**src/smartnic_pkg.sv**
```systemverilog
package smartnic_pkg;

    // --------------------------------------------------
    // Stream beat
    // --------------------------------------------------

    // Datapath width is fixed here since the beat struct depends on it
    localparam int AXIS_DATA_BYTE_WID = 8;
    localparam int AXIS_DATA_WID      = AXIS_DATA_BYTE_WID * 8;
    localparam int PID_WID            = 16;

    typedef logic [3:0] port_t;

    typedef struct packed {
        logic [AXIS_DATA_WID-1:0]      tdata;
        logic [AXIS_DATA_BYTE_WID-1:0] tkeep;
        logic                          tlast;
        port_t                         tid;
        port_t                         tdest;
        logic [PID_WID-1:0]            pid;
    } axis_beat_t;

    // --------------------------------------------------
    // Register map
    // --------------------------------------------------

    localparam int REG_DATA_WID = 32;

    // Field order puts enable at bit 0 and value at bit 1
    typedef struct packed {
        logic value;
        logic enable;
    } demux_ctrl_t;

    typedef enum logic [7:0] {
        REG_DEMUX_CTRL = 8'h00,
        REG_STATUS     = 8'h04
    } reg_addr_t;

    // Read data for any address outside the map
    localparam logic [REG_DATA_WID-1:0] REG_BAD_DATA = 32'hDEADBEEF;

endpackage : smartnic_pkg

```
**src/app_regs.sv**
```systemverilog
`timescale 1ns/1ps

module app_regs #(
    parameter int NUM_PORTS = 2
) (
    input  logic                     core_clk,
    input  logic                     rst,

    // Register access strobes
    input  logic                     reg_wr,
    input  logic                     reg_rd,
    input  smartnic_pkg::reg_addr_t  reg_addr,
    input  logic [31:0]              reg_wdata,
    output logic [31:0]              reg_rdata,
    output logic                     reg_rvalid,

    // Datapath side
    input  logic [NUM_PORTS-1:0]     pkt_active,
    output smartnic_pkg::demux_ctrl_t demux_ctrl
);
    import smartnic_pkg::*;

    logic igr_busy;

    // Any port in the middle of an ingress packet
    assign igr_busy = |pkt_active;

    // Override register, visible to the demuxes one cycle after the write
    always_ff @(posedge core_clk) begin
        if (rst) begin
            demux_ctrl <= '0;
        end else if (reg_wr && reg_addr == REG_DEMUX_CTRL) begin
            demux_ctrl <= demux_ctrl_t'(reg_wdata[1:0]);
        end
    end

    // Read response valid for exactly one cycle
    always_ff @(posedge core_clk) begin
        if (rst) begin
            reg_rvalid <= 1'b0;
        end else begin
            reg_rvalid <= reg_rd;
        end
    end

    always_ff @(posedge core_clk) begin
        if (reg_rd) begin
            case (reg_addr)
                REG_DEMUX_CTRL: reg_rdata <= {30'b0, demux_ctrl};
                REG_STATUS:     reg_rdata <= {31'b0, igr_busy};
                default:        reg_rdata <= REG_BAD_DATA;
            endcase
        end
    end

endmodule : app_regs

```
**src/axis_demux.sv**
```systemverilog
`timescale 1ns/1ps

module axis_demux (
    input  logic                      core_clk,
    input  logic                      rst,

    input  smartnic_pkg::demux_ctrl_t demux_ctrl,

    // Upstream
    input  logic                      in_valid,
    output logic                      in_ready,
    input  smartnic_pkg::axis_beat_t  in_beat,

    // Two downstream outputs sharing one beat bus
    output logic [1:0]                out_valid,
    input  logic [1:0]                out_ready,
    output smartnic_pkg::axis_beat_t  out_beat,

    output logic                      pkt_active
);

    logic in_pkt;
    logic sel_q;
    logic sel;
    logic xfer;

    // --------------------------------------------------
    // Output selection
    // --------------------------------------------------

    // Fresh decision on a first beat, held choice for the rest of the packet
    always_comb begin
        if (in_pkt) begin
            sel = sel_q;
        end else if (demux_ctrl.enable) begin
            sel = demux_ctrl.value;
        end else begin
            sel = in_beat.tdest[0];
        end
    end

    assign out_valid[0] = in_valid && (sel == 1'b0);
    assign out_valid[1] = in_valid && (sel == 1'b1);
    assign out_beat     = in_beat;
    assign in_ready     = out_ready[sel];

    assign xfer = in_valid && in_ready;

    // --------------------------------------------------
    // Packet tracking
    // --------------------------------------------------
    always_ff @(posedge core_clk) begin
        if (rst) begin
            in_pkt <= 1'b0;
            sel_q  <= 1'b0;
        end else if (xfer) begin
            if (in_beat.tlast) begin
                in_pkt <= 1'b0;
            end else begin
                in_pkt <= 1'b1;
                sel_q  <= sel;
            end
        end
    end

    assign pkt_active = in_pkt;

endmodule : axis_demux

```
**src/axis_pipe.sv**
```systemverilog
`timescale 1ns/1ps

module axis_pipe (
    input  logic                     core_clk,
    input  logic                     rst,

    input  logic                     in_valid,
    output logic                     in_ready,
    input  smartnic_pkg::axis_beat_t in_beat,

    output logic                     out_valid,
    input  logic                     out_ready,
    output smartnic_pkg::axis_beat_t out_beat
);
    import smartnic_pkg::*;

    // Second entry catches a beat while the output is stalled
    logic       skid_valid;
    axis_beat_t skid_beat;
    logic       out_load;

    // Room for another beat as long as the skid entry is free
    assign in_ready = !skid_valid;

    // Output register may take a new beat this cycle
    assign out_load = out_ready || !out_valid;

    always_ff @(posedge core_clk) begin
        if (rst) begin
            out_valid  <= 1'b0;
            skid_valid <= 1'b0;
        end else if (out_load) begin
            if (skid_valid) begin
                out_valid  <= 1'b1;
                skid_valid <= 1'b0;
            end else begin
                out_valid  <= in_valid;
            end
        end else if (in_valid && in_ready) begin
            skid_valid <= 1'b1;
        end
    end

    // Beat payload, no reset needed
    always_ff @(posedge core_clk) begin
        if (out_load) begin
            if (skid_valid) begin
                out_beat <= skid_beat;
            end else if (in_valid) begin
                out_beat <= in_beat;
            end
        end else if (in_valid && in_ready) begin
            skid_beat <= in_beat;
        end
    end

endmodule : axis_pipe

```
**src/axis_mux.sv**
```systemverilog
`timescale 1ns/1ps

module axis_mux (
    input  logic                     core_clk,
    input  logic                     rst,

    input  logic [1:0]               in_valid,
    output logic [1:0]               in_ready,
    input  smartnic_pkg::axis_beat_t in_beat [2],

    output logic                     out_valid,
    input  logic                     out_ready,
    output smartnic_pkg::axis_beat_t out_beat
);

    typedef enum logic {
        ARB_IDLE,
        ARB_PKT
    } arb_state_t;

    arb_state_t state;
    // Round-robin pointer, the input preferred at the next packet boundary
    logic       grant;
    // Input that owns the output from its first offered beat to its tlast
    logic       owner;
    logic       sel;
    logic       xfer;

    // --------------------------------------------------
    // Input selection
    // --------------------------------------------------
    always_comb begin
        if (state == ARB_PKT) begin
            sel = owner;
        end else if (in_valid[grant]) begin
            sel = grant;
        end else if (in_valid[!grant]) begin
            sel = !grant;
        end else begin
            sel = grant;
        end
    end

    assign out_valid   = in_valid[sel];
    assign out_beat    = in_beat[sel];
    assign in_ready[0] = out_ready && (sel == 1'b0);
    assign in_ready[1] = out_ready && (sel == 1'b1);

    assign xfer = out_valid && out_ready;

    // --------------------------------------------------
    // Arbitration FSM
    // --------------------------------------------------
    always_ff @(posedge core_clk) begin
        if (rst) begin
            state <= ARB_IDLE;
            grant <= 1'b0;
            owner <= 1'b0;
        end else if (xfer && out_beat.tlast) begin
            // Packet done, the other input goes first next time
            state <= ARB_IDLE;
            grant <= !sel;
        end else if (state == ARB_IDLE && out_valid) begin
            // An offered beat locks its input, even while stalled
            state <= ARB_PKT;
            owner <= sel;
        end
    end

endmodule : axis_mux

```
**src/smartnic_app.sv**
```systemverilog
`timescale 1ns/1ps

module smartnic_app #(
    parameter int NUM_PORTS = 2
) (
    input  logic                       core_clk,
    input  logic                       rst,

    // Ingress from the packet ports
    input  logic [NUM_PORTS-1:0]       axis_app_igr_tvalid,
    output logic [NUM_PORTS-1:0]       axis_app_igr_tready,
    input  smartnic_pkg::axis_beat_t   axis_app_igr_beat [NUM_PORTS],

    // Egress to the packet ports
    output logic [NUM_PORTS-1:0]       axis_app_egr_tvalid,
    input  logic [NUM_PORTS-1:0]       axis_app_egr_tready,
    output smartnic_pkg::axis_beat_t   axis_app_egr_beat [NUM_PORTS],

    // Card to host
    output logic [NUM_PORTS-1:0]       axis_c2h_tvalid,
    input  logic [NUM_PORTS-1:0]       axis_c2h_tready,
    output smartnic_pkg::axis_beat_t   axis_c2h_beat [NUM_PORTS],

    // Host to card
    input  logic [NUM_PORTS-1:0]       axis_h2c_tvalid,
    output logic [NUM_PORTS-1:0]       axis_h2c_tready,
    input  smartnic_pkg::axis_beat_t   axis_h2c_beat [NUM_PORTS],

    // Register port
    input  logic                       reg_wr,
    input  logic                       reg_rd,
    input  smartnic_pkg::reg_addr_t    reg_addr,
    input  logic [31:0]                reg_wdata,
    output logic [31:0]                reg_rdata,
    output logic                       reg_rvalid
);
    import smartnic_pkg::*;

    demux_ctrl_t          demux_ctrl;
    logic [NUM_PORTS-1:0] igr_pkt_active;

    // --------------------------------------------------
    // Register block
    // --------------------------------------------------
    app_regs #(
        .NUM_PORTS (NUM_PORTS)
    ) u_app_regs (
        .core_clk   (core_clk),
        .rst        (rst),
        .reg_wr     (reg_wr),
        .reg_rd     (reg_rd),
        .reg_addr   (reg_addr),
        .reg_wdata  (reg_wdata),
        .reg_rdata  (reg_rdata),
        .reg_rvalid (reg_rvalid),
        .pkt_active (igr_pkt_active),
        .demux_ctrl (demux_ctrl)
    );

    // --------------------------------------------------
    // Per-port datapath
    // --------------------------------------------------
    for (genvar i = 0; i < NUM_PORTS; i++) begin : g__port
        logic [1:0] demux_out_valid;
        logic [1:0] demux_out_ready;
        axis_beat_t demux_out_beat;

        // Application loop-back path
        logic       app_valid;
        logic       app_ready;
        axis_beat_t app_beat;

        logic [1:0] mux_in_valid;
        logic [1:0] mux_in_ready;
        axis_beat_t mux_in_beat [2];

        axis_demux u_demux (
            .core_clk   (core_clk),
            .rst        (rst),
            .demux_ctrl (demux_ctrl),
            .in_valid   (axis_app_igr_tvalid[i]),
            .in_ready   (axis_app_igr_tready[i]),
            .in_beat    (axis_app_igr_beat[i]),
            .out_valid  (demux_out_valid),
            .out_ready  (demux_out_ready),
            .out_beat   (demux_out_beat),
            .pkt_active (igr_pkt_active[i])
        );

        axis_pipe u_pipe_app (
            .core_clk  (core_clk),
            .rst       (rst),
            .in_valid  (demux_out_valid[0]),
            .in_ready  (demux_out_ready[0]),
            .in_beat   (demux_out_beat),
            .out_valid (app_valid),
            .out_ready (app_ready),
            .out_beat  (app_beat)
        );

        axis_pipe u_pipe_c2h (
            .core_clk  (core_clk),
            .rst       (rst),
            .in_valid  (demux_out_valid[1]),
            .in_ready  (demux_out_ready[1]),
            .in_beat   (demux_out_beat),
            .out_valid (axis_c2h_tvalid[i]),
            .out_ready (axis_c2h_tready[i]),
            .out_beat  (axis_c2h_beat[i])
        );

        // Mux input 0 is the loop-back, input 1 is h2c
        assign mux_in_valid       = {axis_h2c_tvalid[i], app_valid};
        assign mux_in_beat[0]     = app_beat;
        assign mux_in_beat[1]     = axis_h2c_beat[i];
        assign app_ready          = mux_in_ready[0];
        assign axis_h2c_tready[i] = mux_in_ready[1];

        axis_mux u_mux (
            .core_clk  (core_clk),
            .rst       (rst),
            .in_valid  (mux_in_valid),
            .in_ready  (mux_in_ready),
            .in_beat   (mux_in_beat),
            .out_valid (axis_app_egr_tvalid[i]),
            .out_ready (axis_app_egr_tready[i]),
            .out_beat  (axis_app_egr_beat[i])
        );
    end : g__port

endmodule : smartnic_app

```
**config.mk**
```make
export PLATFORM = sky130hd
export DESIGN_NAME = smartnic_app
export DESIGN_NICKNAME = d
export VERILOG_FILES = /design/src/smartnic_pkg.sv /design/src/app_regs.sv /design/src/axis_demux.sv /design/src/axis_pipe.sv /design/src/axis_mux.sv /design/src/smartnic_app.sv
export SDC_FILE = /design/constraint.sdc
export NUM_CORES = 1
export LEC_CHECK = 0
export ABC_AREA = 1
export BUFFER_PORTS_ARGS = -buffer_cell sky130_fd_sc_hd__buf_2
export CORE_AREA = 5 5 338 340
export CTS_BUF_LIST = sky130_fd_sc_hd__clkbuf_8
export DETAILED_ROUTE_END_ITERATION = 8
export DIE_AREA = 0 0 343 345
export GPL_TIMING_DRIVEN = 0
export RECOVER_POWER = 50
export SLEW_MARGIN = 20
export SYNTH_ARGS = -nofsm -noshare
export SYNTH_HDL_FRONTEND = slang
export SYNTH_SLANG_ARGS = --single-unit
```
**constraint.sdc**
```tcl
create_clock -name core_clk -period 24.4 [get_ports core_clk]
set_clock_uncertainty 0.15 [all_clocks]
set_input_delay 1.22 -clock core_clk [delete_from_list [all_inputs] [get_ports core_clk]]
set_output_delay 1.22 -clock core_clk [all_outputs]
set_load 0.01 [all_outputs]
```
# == After elaboration in Yosys (flattened, before gate mapping) ==
# Index checks and enable logic that the tools add are counted.
# totals
wordCells,205
regBits,829
in_bits,440
# op_classes
bitwise,16
n_mux,47
reduce_logical,61
eq_ne,1
order_cmp,10
# op_table
cell,n
$mux W97,14
$pmux W32 S2,1
$mux W1,32
$reduce_and A2 Y1,12
$logic_and A1 B1 Y1,21
$lt A1 B2 Y1 const B,8
$not A1 Y1,14
$reduce_or A2 Y1,7
$logic_not A1 Y1,12
$eq A8 B3 Y1 const B,1
$logic_not A8 Y1,1
$reduce_bool A2 Y1,4
$ge A2 B2 Y1 const B,2
$logic_or A1 B1 Y1,4
$not A1 Y2,2

# == Longest topological paths before layout ==
# Gate-level depths: netlist of the first run.
# depth
word_depth,13
depth_mapped,10
ltp_nobuf,10

# == Modules after synthesis ==
# A second synthesis of the first run with hierarchy kept.
# unflattened
cells_unflattened,3083
hier_area_um2,33627.3
# modules_own_cells
mod,area_per_inst_um2,cells_per_inst,instances
axis_pipe,7128.1,519,4
axis_mux,1387.6,342,2
axis_demux,902.1,126,2
app_regs,535.5,71,1

# == Worst setup path after synthesis of the first run ==
# Ideal clock, no wire load.
# synth_timing
path_type,input to register
startpoint,input port axis_h2c_tvalid[0]
endpoint,"register g__port[0].u_pipe_app.skid_beat[0] (netlist bit), enable pin"
t_arrival_ps,8270
stages,6
setup_ps,672
required_time_ps,23578
path_slack_ps,15308
path_cell_list,nor2_1 nor2_1 nand2_1 nand2_4 o21ai_0 nor3_1
# synth_between
elab_chain_cells,10
# synth_rtl
item,line_no,rtl
start: declaration,smartnic_app.sv:25,"input logic [NUM_PORTS-1:0] axis_h2c_tvalid,"
$mux W1 (implied by the code) (2 in series),axis_mux.sv:37,end else if (in_valid[!grant]) begin
$mux W1,axis_mux.sv:37,
$mux W1 (*),axis_mux.sv:35,end else if (in_valid[grant]) begin
$mux W1 (*),axis_mux.sv:33,if (state == ARB_PKT) begin
$not A1 Y1 (*),axis_mux.sv:46,assign in_ready[0] = out_ready && (sel == 1'b0);
$logic_and A1 B1 Y1 (*),axis_mux.sv:46,
$logic_or A1 B1 Y1 (*),axis_pipe.sv:26,assign out_load = out_ready || !out_valid;
$not A1 Y1 (no source line) (*),-,
$reduce_and A2 Y1 (no source line) (*),-,
end signal: assignment,axis_pipe.sv:53,skid_beat <= in_beat;
end: declaration,axis_pipe.sv:19,axis_beat_t skid_beat;
# Every way passes the cells marked *; elsewhere a longest branch is shown, timed or not. The select of a mux whose other input is x is not followed.
# A chain may end at the register's enable or synchronous reset.

# == Final worst setup path of the first run ==
# layout_timing
startpoint,register g__port[0].u_pipe_c2h.skid_valid
endpoint,"register g__port[0].u_pipe_c2h.out_beat[68] (netlist bit), enable pin"
# layout_between
elab_chain_cells,2
# layout_rtl
item,line_no,rtl
start: declaration,axis_pipe.sv:18,logic skid_valid;
start signal: assignment,axis_pipe.sv:31,skid_valid <= 1'b0;
start signal: assignment,axis_pipe.sv:35,skid_valid <= 1'b0;
start signal: assignment,axis_pipe.sv:40,skid_valid <= 1'b1;
$reduce_bool A2 Y1 (no source line),-,
$reduce_and A2 Y1 (no source line),-,
end signal: assignment,axis_pipe.sv:48,out_beat <= skid_beat;
end signal: assignment,axis_pipe.sv:50,out_beat <= in_beat;
end: declaration,axis_pipe.sv:13,output smartnic_pkg::axis_beat_t out_beat
# No other way between the ends.

==> results of run 1 <==
-- logic make-up (layout without fill, tap and decap cells) --
family | Yosys count | in the layout | share of synthesized area
AOI/OAI and AO/OA | 416 | 416 | 0.0660
buffers and inverters | 384 | 1522 | 0.0531
DFF | 800 | 800 | 0.753
other | 1 | 28 | 0.000119
and+or+nand+nor | 1058 | 1058 | 0.128
-- layer usage --
| layer | vias up | global-route usage |
|---|---|---|
| li1 | 11100 | - |
| met1 | 11300 | 0.227 |
| met2 | 842 | 0.298 |
| met3 | 172 | 0.0470 |
| met4 | 12 | 0.0619 |
| met5 | - | 0 |
-- flip-flops by register name, indices dropped and copies added (netlist names) --
name and count:
g__port.u_pipe_app.out_beat 194, g__port.u_pipe_app.skid_beat 194, g__port.u_pipe_c2h.out_beat 194, g__port.u_pipe_c2h.skid_beat 194, u_app_regs.reg_rdata 3, g__port.u_demux.pkt_active 2
g__port.u_demux.sel_q 2, g__port.u_mux.grant 2, g__port.u_mux.owner 2, g__port.u_mux.state 2, g__port.u_pipe_app.out_valid 2, g__port.u_pipe_app.skid_valid 2
g__port.u_pipe_c2h.out_valid 2, g__port.u_pipe_c2h.skid_valid 2, u_app_regs.demux_ctrl 2, u_app_regs.reg_rvalid 1
-- per-stage QoR --
stage	cell area, um2	worst slack (ns)	hold slack (ns)
CTS	41000	19.74	0.343
finish	40700	18.71	0.347
global route	40600	18.39	0.374
floorplan	31600	15.31	0.302
detailed placement	38500	19.74	0.328
global placement	37700	9.64	0.320
-- cells in the mapped netlist (all sizes together) (2+ instances only) --
cell and n:
o21ai 400, nand2 1011, nand3 13, dfxtp 21
edfxtp 779, buf 105, a21oi 15, clkinv 2
nor2 24, nor3 9, clkbuf 55, inv 222
-- critical path, stage by stage, from the launching register on --
cell      delay, ns
dfxtp_1        0.58
clkbuf_1       0.67
inv_1          0.13
nand2_1        0.11
inv_1          0.06
nor2_1         0.68
clkbuf_1       1.05
clkbuf_1       1.27
buf_16         0.26
buf_12         0.20
buf_16         0.18
-- worst max-delay path by stage --
stage                                          start                             endpoint  cells past startpoint
floorplan                         axis_h2c_tvalid[0]   g__port[0].u_pipe_app.skid_beat[0]                      6
global placement               axis_app_igr_beat[16]  g__port[1].u_pipe_c2h.skid_beat[35]                      7
detailed placement                axis_h2c_tvalid[1]                axis_app_egr_beat[36]                     10
CTS                               axis_h2c_tvalid[1]                axis_app_egr_beat[36]                     10
global route        g__port[0].u_pipe_c2h.skid_valid   g__port[0].u_pipe_c2h.out_beat[71]                     10
finish              g__port[0].u_pipe_c2h.skid_valid   g__port[0].u_pipe_c2h.out_beat[68]                     10
-- cell usage in the layout (no fill, tap or decap) --
cell type	count
nand3_1	11
clkinv_2	13
buf_16	4
nand2_1	1008
dfxtp_1	21
buf_2	655
conb_1	8
edfxtp_1	779
buf_12	5
diode_2	20
nor3_1	9
clkbuf_8	141
nand4_1	1
nand2_2	3
bufinv_16	8
nor2_1	23
clkinv_1	31
nor2_2	1
nand3_2	2
inv_8	1
clkinvlp_4	5
o21ai_0	397
o21ai_1	3
a21oi_1	15
buf_6	15
clkinvlp_2	2
o2111ai_1	1
buf_4	76
clkbuf_1	301
inv_6	3
inv_1	262
-- layout make-up --
cell class / count / area [um2] / area share
Sequential cell: 800 / 23800 / 0.586
Multi-Input combinational cell: 1482 / 6140 / 0.151
Timing Repair Buffer: 896 / 4560 / 0.112
Clock buffer: 141 / 1940 / 0.0477
Tap cell: 1500 / 1880 / 0.0462
Inverter: 224 / 843 / 0.0207
Buffer: 160 / 797 / 0.0196
Clock inverter: 101 / 647 / 0.0159
Antenna cell: 20 / 50.0 / 0.00123
-- power by group through the flow --
stage / combinational (uW) / sequential, uW / clock (uW)
floorplan: 194 / 1650 / 0
global placement: 427 / 1650 / 0
detailed placement: 445 / 1630 / 0
CTS: 447 / 1600 / 1210
global route: 474 / 1610 / 1270
finish: 434 / 1610 / 1170
==> out/metrics.cfg, run 1 <==
[clock_tree]
cts-root-buf=clkbuf_8
cts_num_sinks=800
clk_latency_ns=0.78
cts_resized=0
postCtsSetupBuffers=0
cts_hold_buf=0
cts_buffer_depth=3
clk_pin_slew_worst_paths_ns=0.06
cts_buffers=138
cts_tree=built
h-tree-depth=4

[finish]
syn2layout_area_growth_pct=28.6
final_core_util=0.365
drive_gt1_frac=0.246
fin_cells=5324
n_fill_cell=11100
layout.nets=4142

[global_route]
grt_pass1_wl_mm=156
grt_pass1_vias=23400
grt_max_degree=59
grt_antenna_before_repair=28
grtUsageTotal=0.179
grt_overflow=0

[power_and_ir_drop]
power_uw=3210
p_sw_frac=0.269
power_frac_seq=0.500
power_leakage_uw=0.0161
switching_power_uw=864
vdd_drop_max_mv=0.0549
p_per_area_nw_per_um2=79.0
clkPwrFrac=0.365
p_int_uw=2350
combPwrFrac=0.135

[detailed_routing]
vias_per_cell=4.39
wl_per_cell_um=20.7
wl_mm=110
met1Wirelength_mm=44.3
antenna_left=0
drtPass1Iterations=7
wl_met2_mm=53.9
top_layer=met5
via_count=23400
first_iter_violations=2087
remaining_drc_errors=0
wl_met3_mm=8.84

[floorplanning]
die_x_um=343
coreArea_um2=111000
die_area_um2=118000
num_io_pins=869
rows=123
start_util=0.284
die_y_um=345

[sta]
setup_viol=0
rsz0062_at_grt=no
tightest_slew_ns=3.17
max_slew_margin=-1.12
min_period_ns=5.69
fmaxAchievable_mhz=176
drv_slew=137
hold_viol_final=0
fin_crit_sh=0.233
tns_ns=0

[worst_hold_path]
holdCritPathClass=flip-flop to flip-flop
hold_depth=2
holdPathEnd=g__port[1].u_mux.owner
hp-start=g__port[1].u_mux.owner

[logic_synthesis]
async_reset_ff_frac=0
syn_area_per_cell_um2=11.9
synthFlopType=edfxtp_1
synth_top_area_frac=0.740
yosysWarnings=0
syn-cell-area_um2=31600
yosysSeqAreaShare=0.753
synth_top_area_cell=edfxtp_1
ys_seq_elements=800
synth_cells=2659
synth_edf_count=779
synth_cell_types=24
synth.area.top_cells=edfxtp_1, nand2_1, o21ai_0

[placement]
io_buffers=830
dp_hpwl_mm=83.2
routabilityCongestion=0.943
dp_cells=5062

[run]
maxCapViolCount=4

[run_status]
outcome=complete, but fails checks
violations=max-capacitance violations, max-slew violations

[critical_path]
r2r-end=g__port[0].u_pipe_c2h.out_beat[68]
r2r-start=g__port[0].u_pipe_c2h.skid_valid
worstPathRequired_ns=24.73
critPathArrivalTime_ns=6.01
endpoint_kind=flip-flop
critical_path.startpoint_type=flip-flop
ff2ff_setup_slack_ns=18.71
cp_max_fo=21
critPathKind=flip-flop to flip-flop
reg2reg_depth=10

Power figures use the tool's default switching activity.
==> run 2: changes to the inputs <==
- clock period: 24.4 -> 5.2 ns (I/O delays scaled with it)
==> out/metrics.cfg, run 2 (synthesis gave the netlist of run 1 again) <==
[sta]
fin_crit_sh=0.764
drv_slew=12
fmaxAchievable_mhz=252
setup_viol=0
max_slew_margin=-0.0530
tightest_slew_ns=1.57
min_period_ns=3.97
hold_viol_final=0
rsz0062_at_grt=no

[clock_tree]
cts_tree=built
cts_resized=0
clk_latency_ns=0.79
h-tree-depth=4
cts_buffer_depth=3
cts_buffers=139
cts_num_sinks=800
postCtsSetupBuffers=0
clk_pin_slew_worst_paths_ns=0.06
cts-root-buf=clkbuf_8

[detailed_routing]
vias_per_cell=4.40
remaining_drc_errors=0
drtPass1Iterations=5
antenna_left=0
via_count=24800
first_iter_violations=2080
wl_mm=111
wl_per_cell_um=19.7

[run_status]
violations=max-capacitance violations, max-slew violations
outcome=complete, but fails checks

[power_and_ir_drop]
power_leakage_uw=0.0171
p_sw_frac=0.272
p_int_uw=11200
vdd_drop_max_mv=0.251
combPwrFrac=0.149
p_per_area_nw_per_um2=347
switching_power_uw=4180
power_frac_seq=0.491
clkPwrFrac=0.360

[finish]
layout_common_cells=nand2_1, edfxtp_1, buf_2
drive_gt1_frac=0.185
final_core_util=0.398
layout.nets=4472
syn2layout_area_growth_pct=39.9
fin_cells=5650
layout_commonest_cell=nand2_1

[global_route]
grtUsageTotal=0.180
grt_pass1_wl_mm=159
grt_max_degree=63
grt_antenna_before_repair=25
grt_pass1_vias=25300
grt_overflow=0

[placement]
dp_hpwl_mm=81.3
routabilityCongestion=0.952
io_buffers=830
dp_cells=5040

[floorplanning]
die_x_um=343
coreArea_um2=111000
die_area_um2=118000
die_y_um=345
start_util=0.284
rows=123
num_io_pins=869

[run]
maxCapViolCount=1

[critical_path]
cp_max_fo=14
worstPathRequired_ns=5.61
ff2ff_setup_slack_ns=1.23
critPathArrivalTime_ns=4.39
endpoint_kind=flip-flop
critical_path.startpoint_type=flip-flop
critPathKind=flip-flop to flip-flop

[worst_hold_path]
holdCritPathClass=input pin to flip-flop

-- run 2: changes by cell type in the layout (fill, tap and decap cells not counted), moves of 10 or more --
cell	before	now
dlygate4sd3_1	0	351
buf_2	655	484
clkbuf_1	301	458
buf_4	76	28
buf_8	0	23
clkbuf_4	0	16
buf_6	15	4
buf_16	4	14
-- run 2: final timing paths --
check / start / endpoint / depth (start not counted)
setup / recovery: g__port[1].u_pipe_app.skid_valid / g__port[1].u_pipe_app.skid_beat[46] / 10
hold / removal: axis_app_igr_beat[5] / g__port[1].u_pipe_app.skid_beat[5] / 2
setup reg to reg: g__port[1].u_pipe_app.skid_valid / g__port[1].u_pipe_app.skid_beat[46] / 10
hold reg to reg: g__port[0].u_mux.owner / g__port[0].u_mux.owner / 2
-- run 2: power by group through the flow --
stage	combinational, uW	sequential (uW)	clock, uW
finish	2280	7530	5520
global route	2480	7550	5940
CTS	2340	7530	5670
detailed placement	2110	7660	0
global placement	2010	7710	0
floorplan	912	7700	0
-- run 2: through the flow --
step	worst slack, ns	cell area (um2)	hold slack [ns]	TNS (ns)	total power (uW)
4_1_cts	1.42	44700	0.000494	0	15500
3_5_place_dp	1.41	38600	0.315	0	9760
3_3_place_gp	-4.06	37700	0.314	-1277.34	9710
6_report	1.23	44200	0.124	0	15300
2_1_floorplan	0.0393	31700	0.188	0	8620
5_1_grt	1.10	44200	0.0555	0	16000
-- run 2: cell type report --
type / instances / area [um2]
Antenna cell: 16 / 40.0
Buffer: 160 / 807
Clock buffer: 145 / 2000
Clock inverter: 98 / 614
Fill cell: 10900 / 67000
Inverter: 224 / 851
Multi-Input combinational cell: 1482 / 6200
Sequential cell: 800 / 23800
Tap cell: 1500 / 1880
Timing Repair Buffer: 1225 / 8050
-- run 2: worst max-delay path: stages, from the launching register on --
cell and delay [ns]:
dfxtp_1 0.67, clkbuf_1 0.73, clkbuf_1 0.69, nor3_4 0.24, buf_6 0.23, buf_8 0.16
buf_8 0.17, buf_8 0.17, buf_16 0.16, buf_8 0.16, buf_8 0.16
-- run 2: routing by layer --
layer / share of wire / vias to the layer above / global-route usage
met1: 0.41 / 12000 / 0.228
met2: 0.49 / 942 / 0.301
met3: 0.076 / 171 / 0.0440
met4: 0.028 / 0 / 0.0633
li1: - / 11700 / -
met5: 0 / - / 0
-- run 2: timing repair --
action | 4_1_cts | 5_1_grt
hold buffers | 351 | 0
setup endpoints to repair | 0 | 0
hold endpoints to repair | 967 | 0
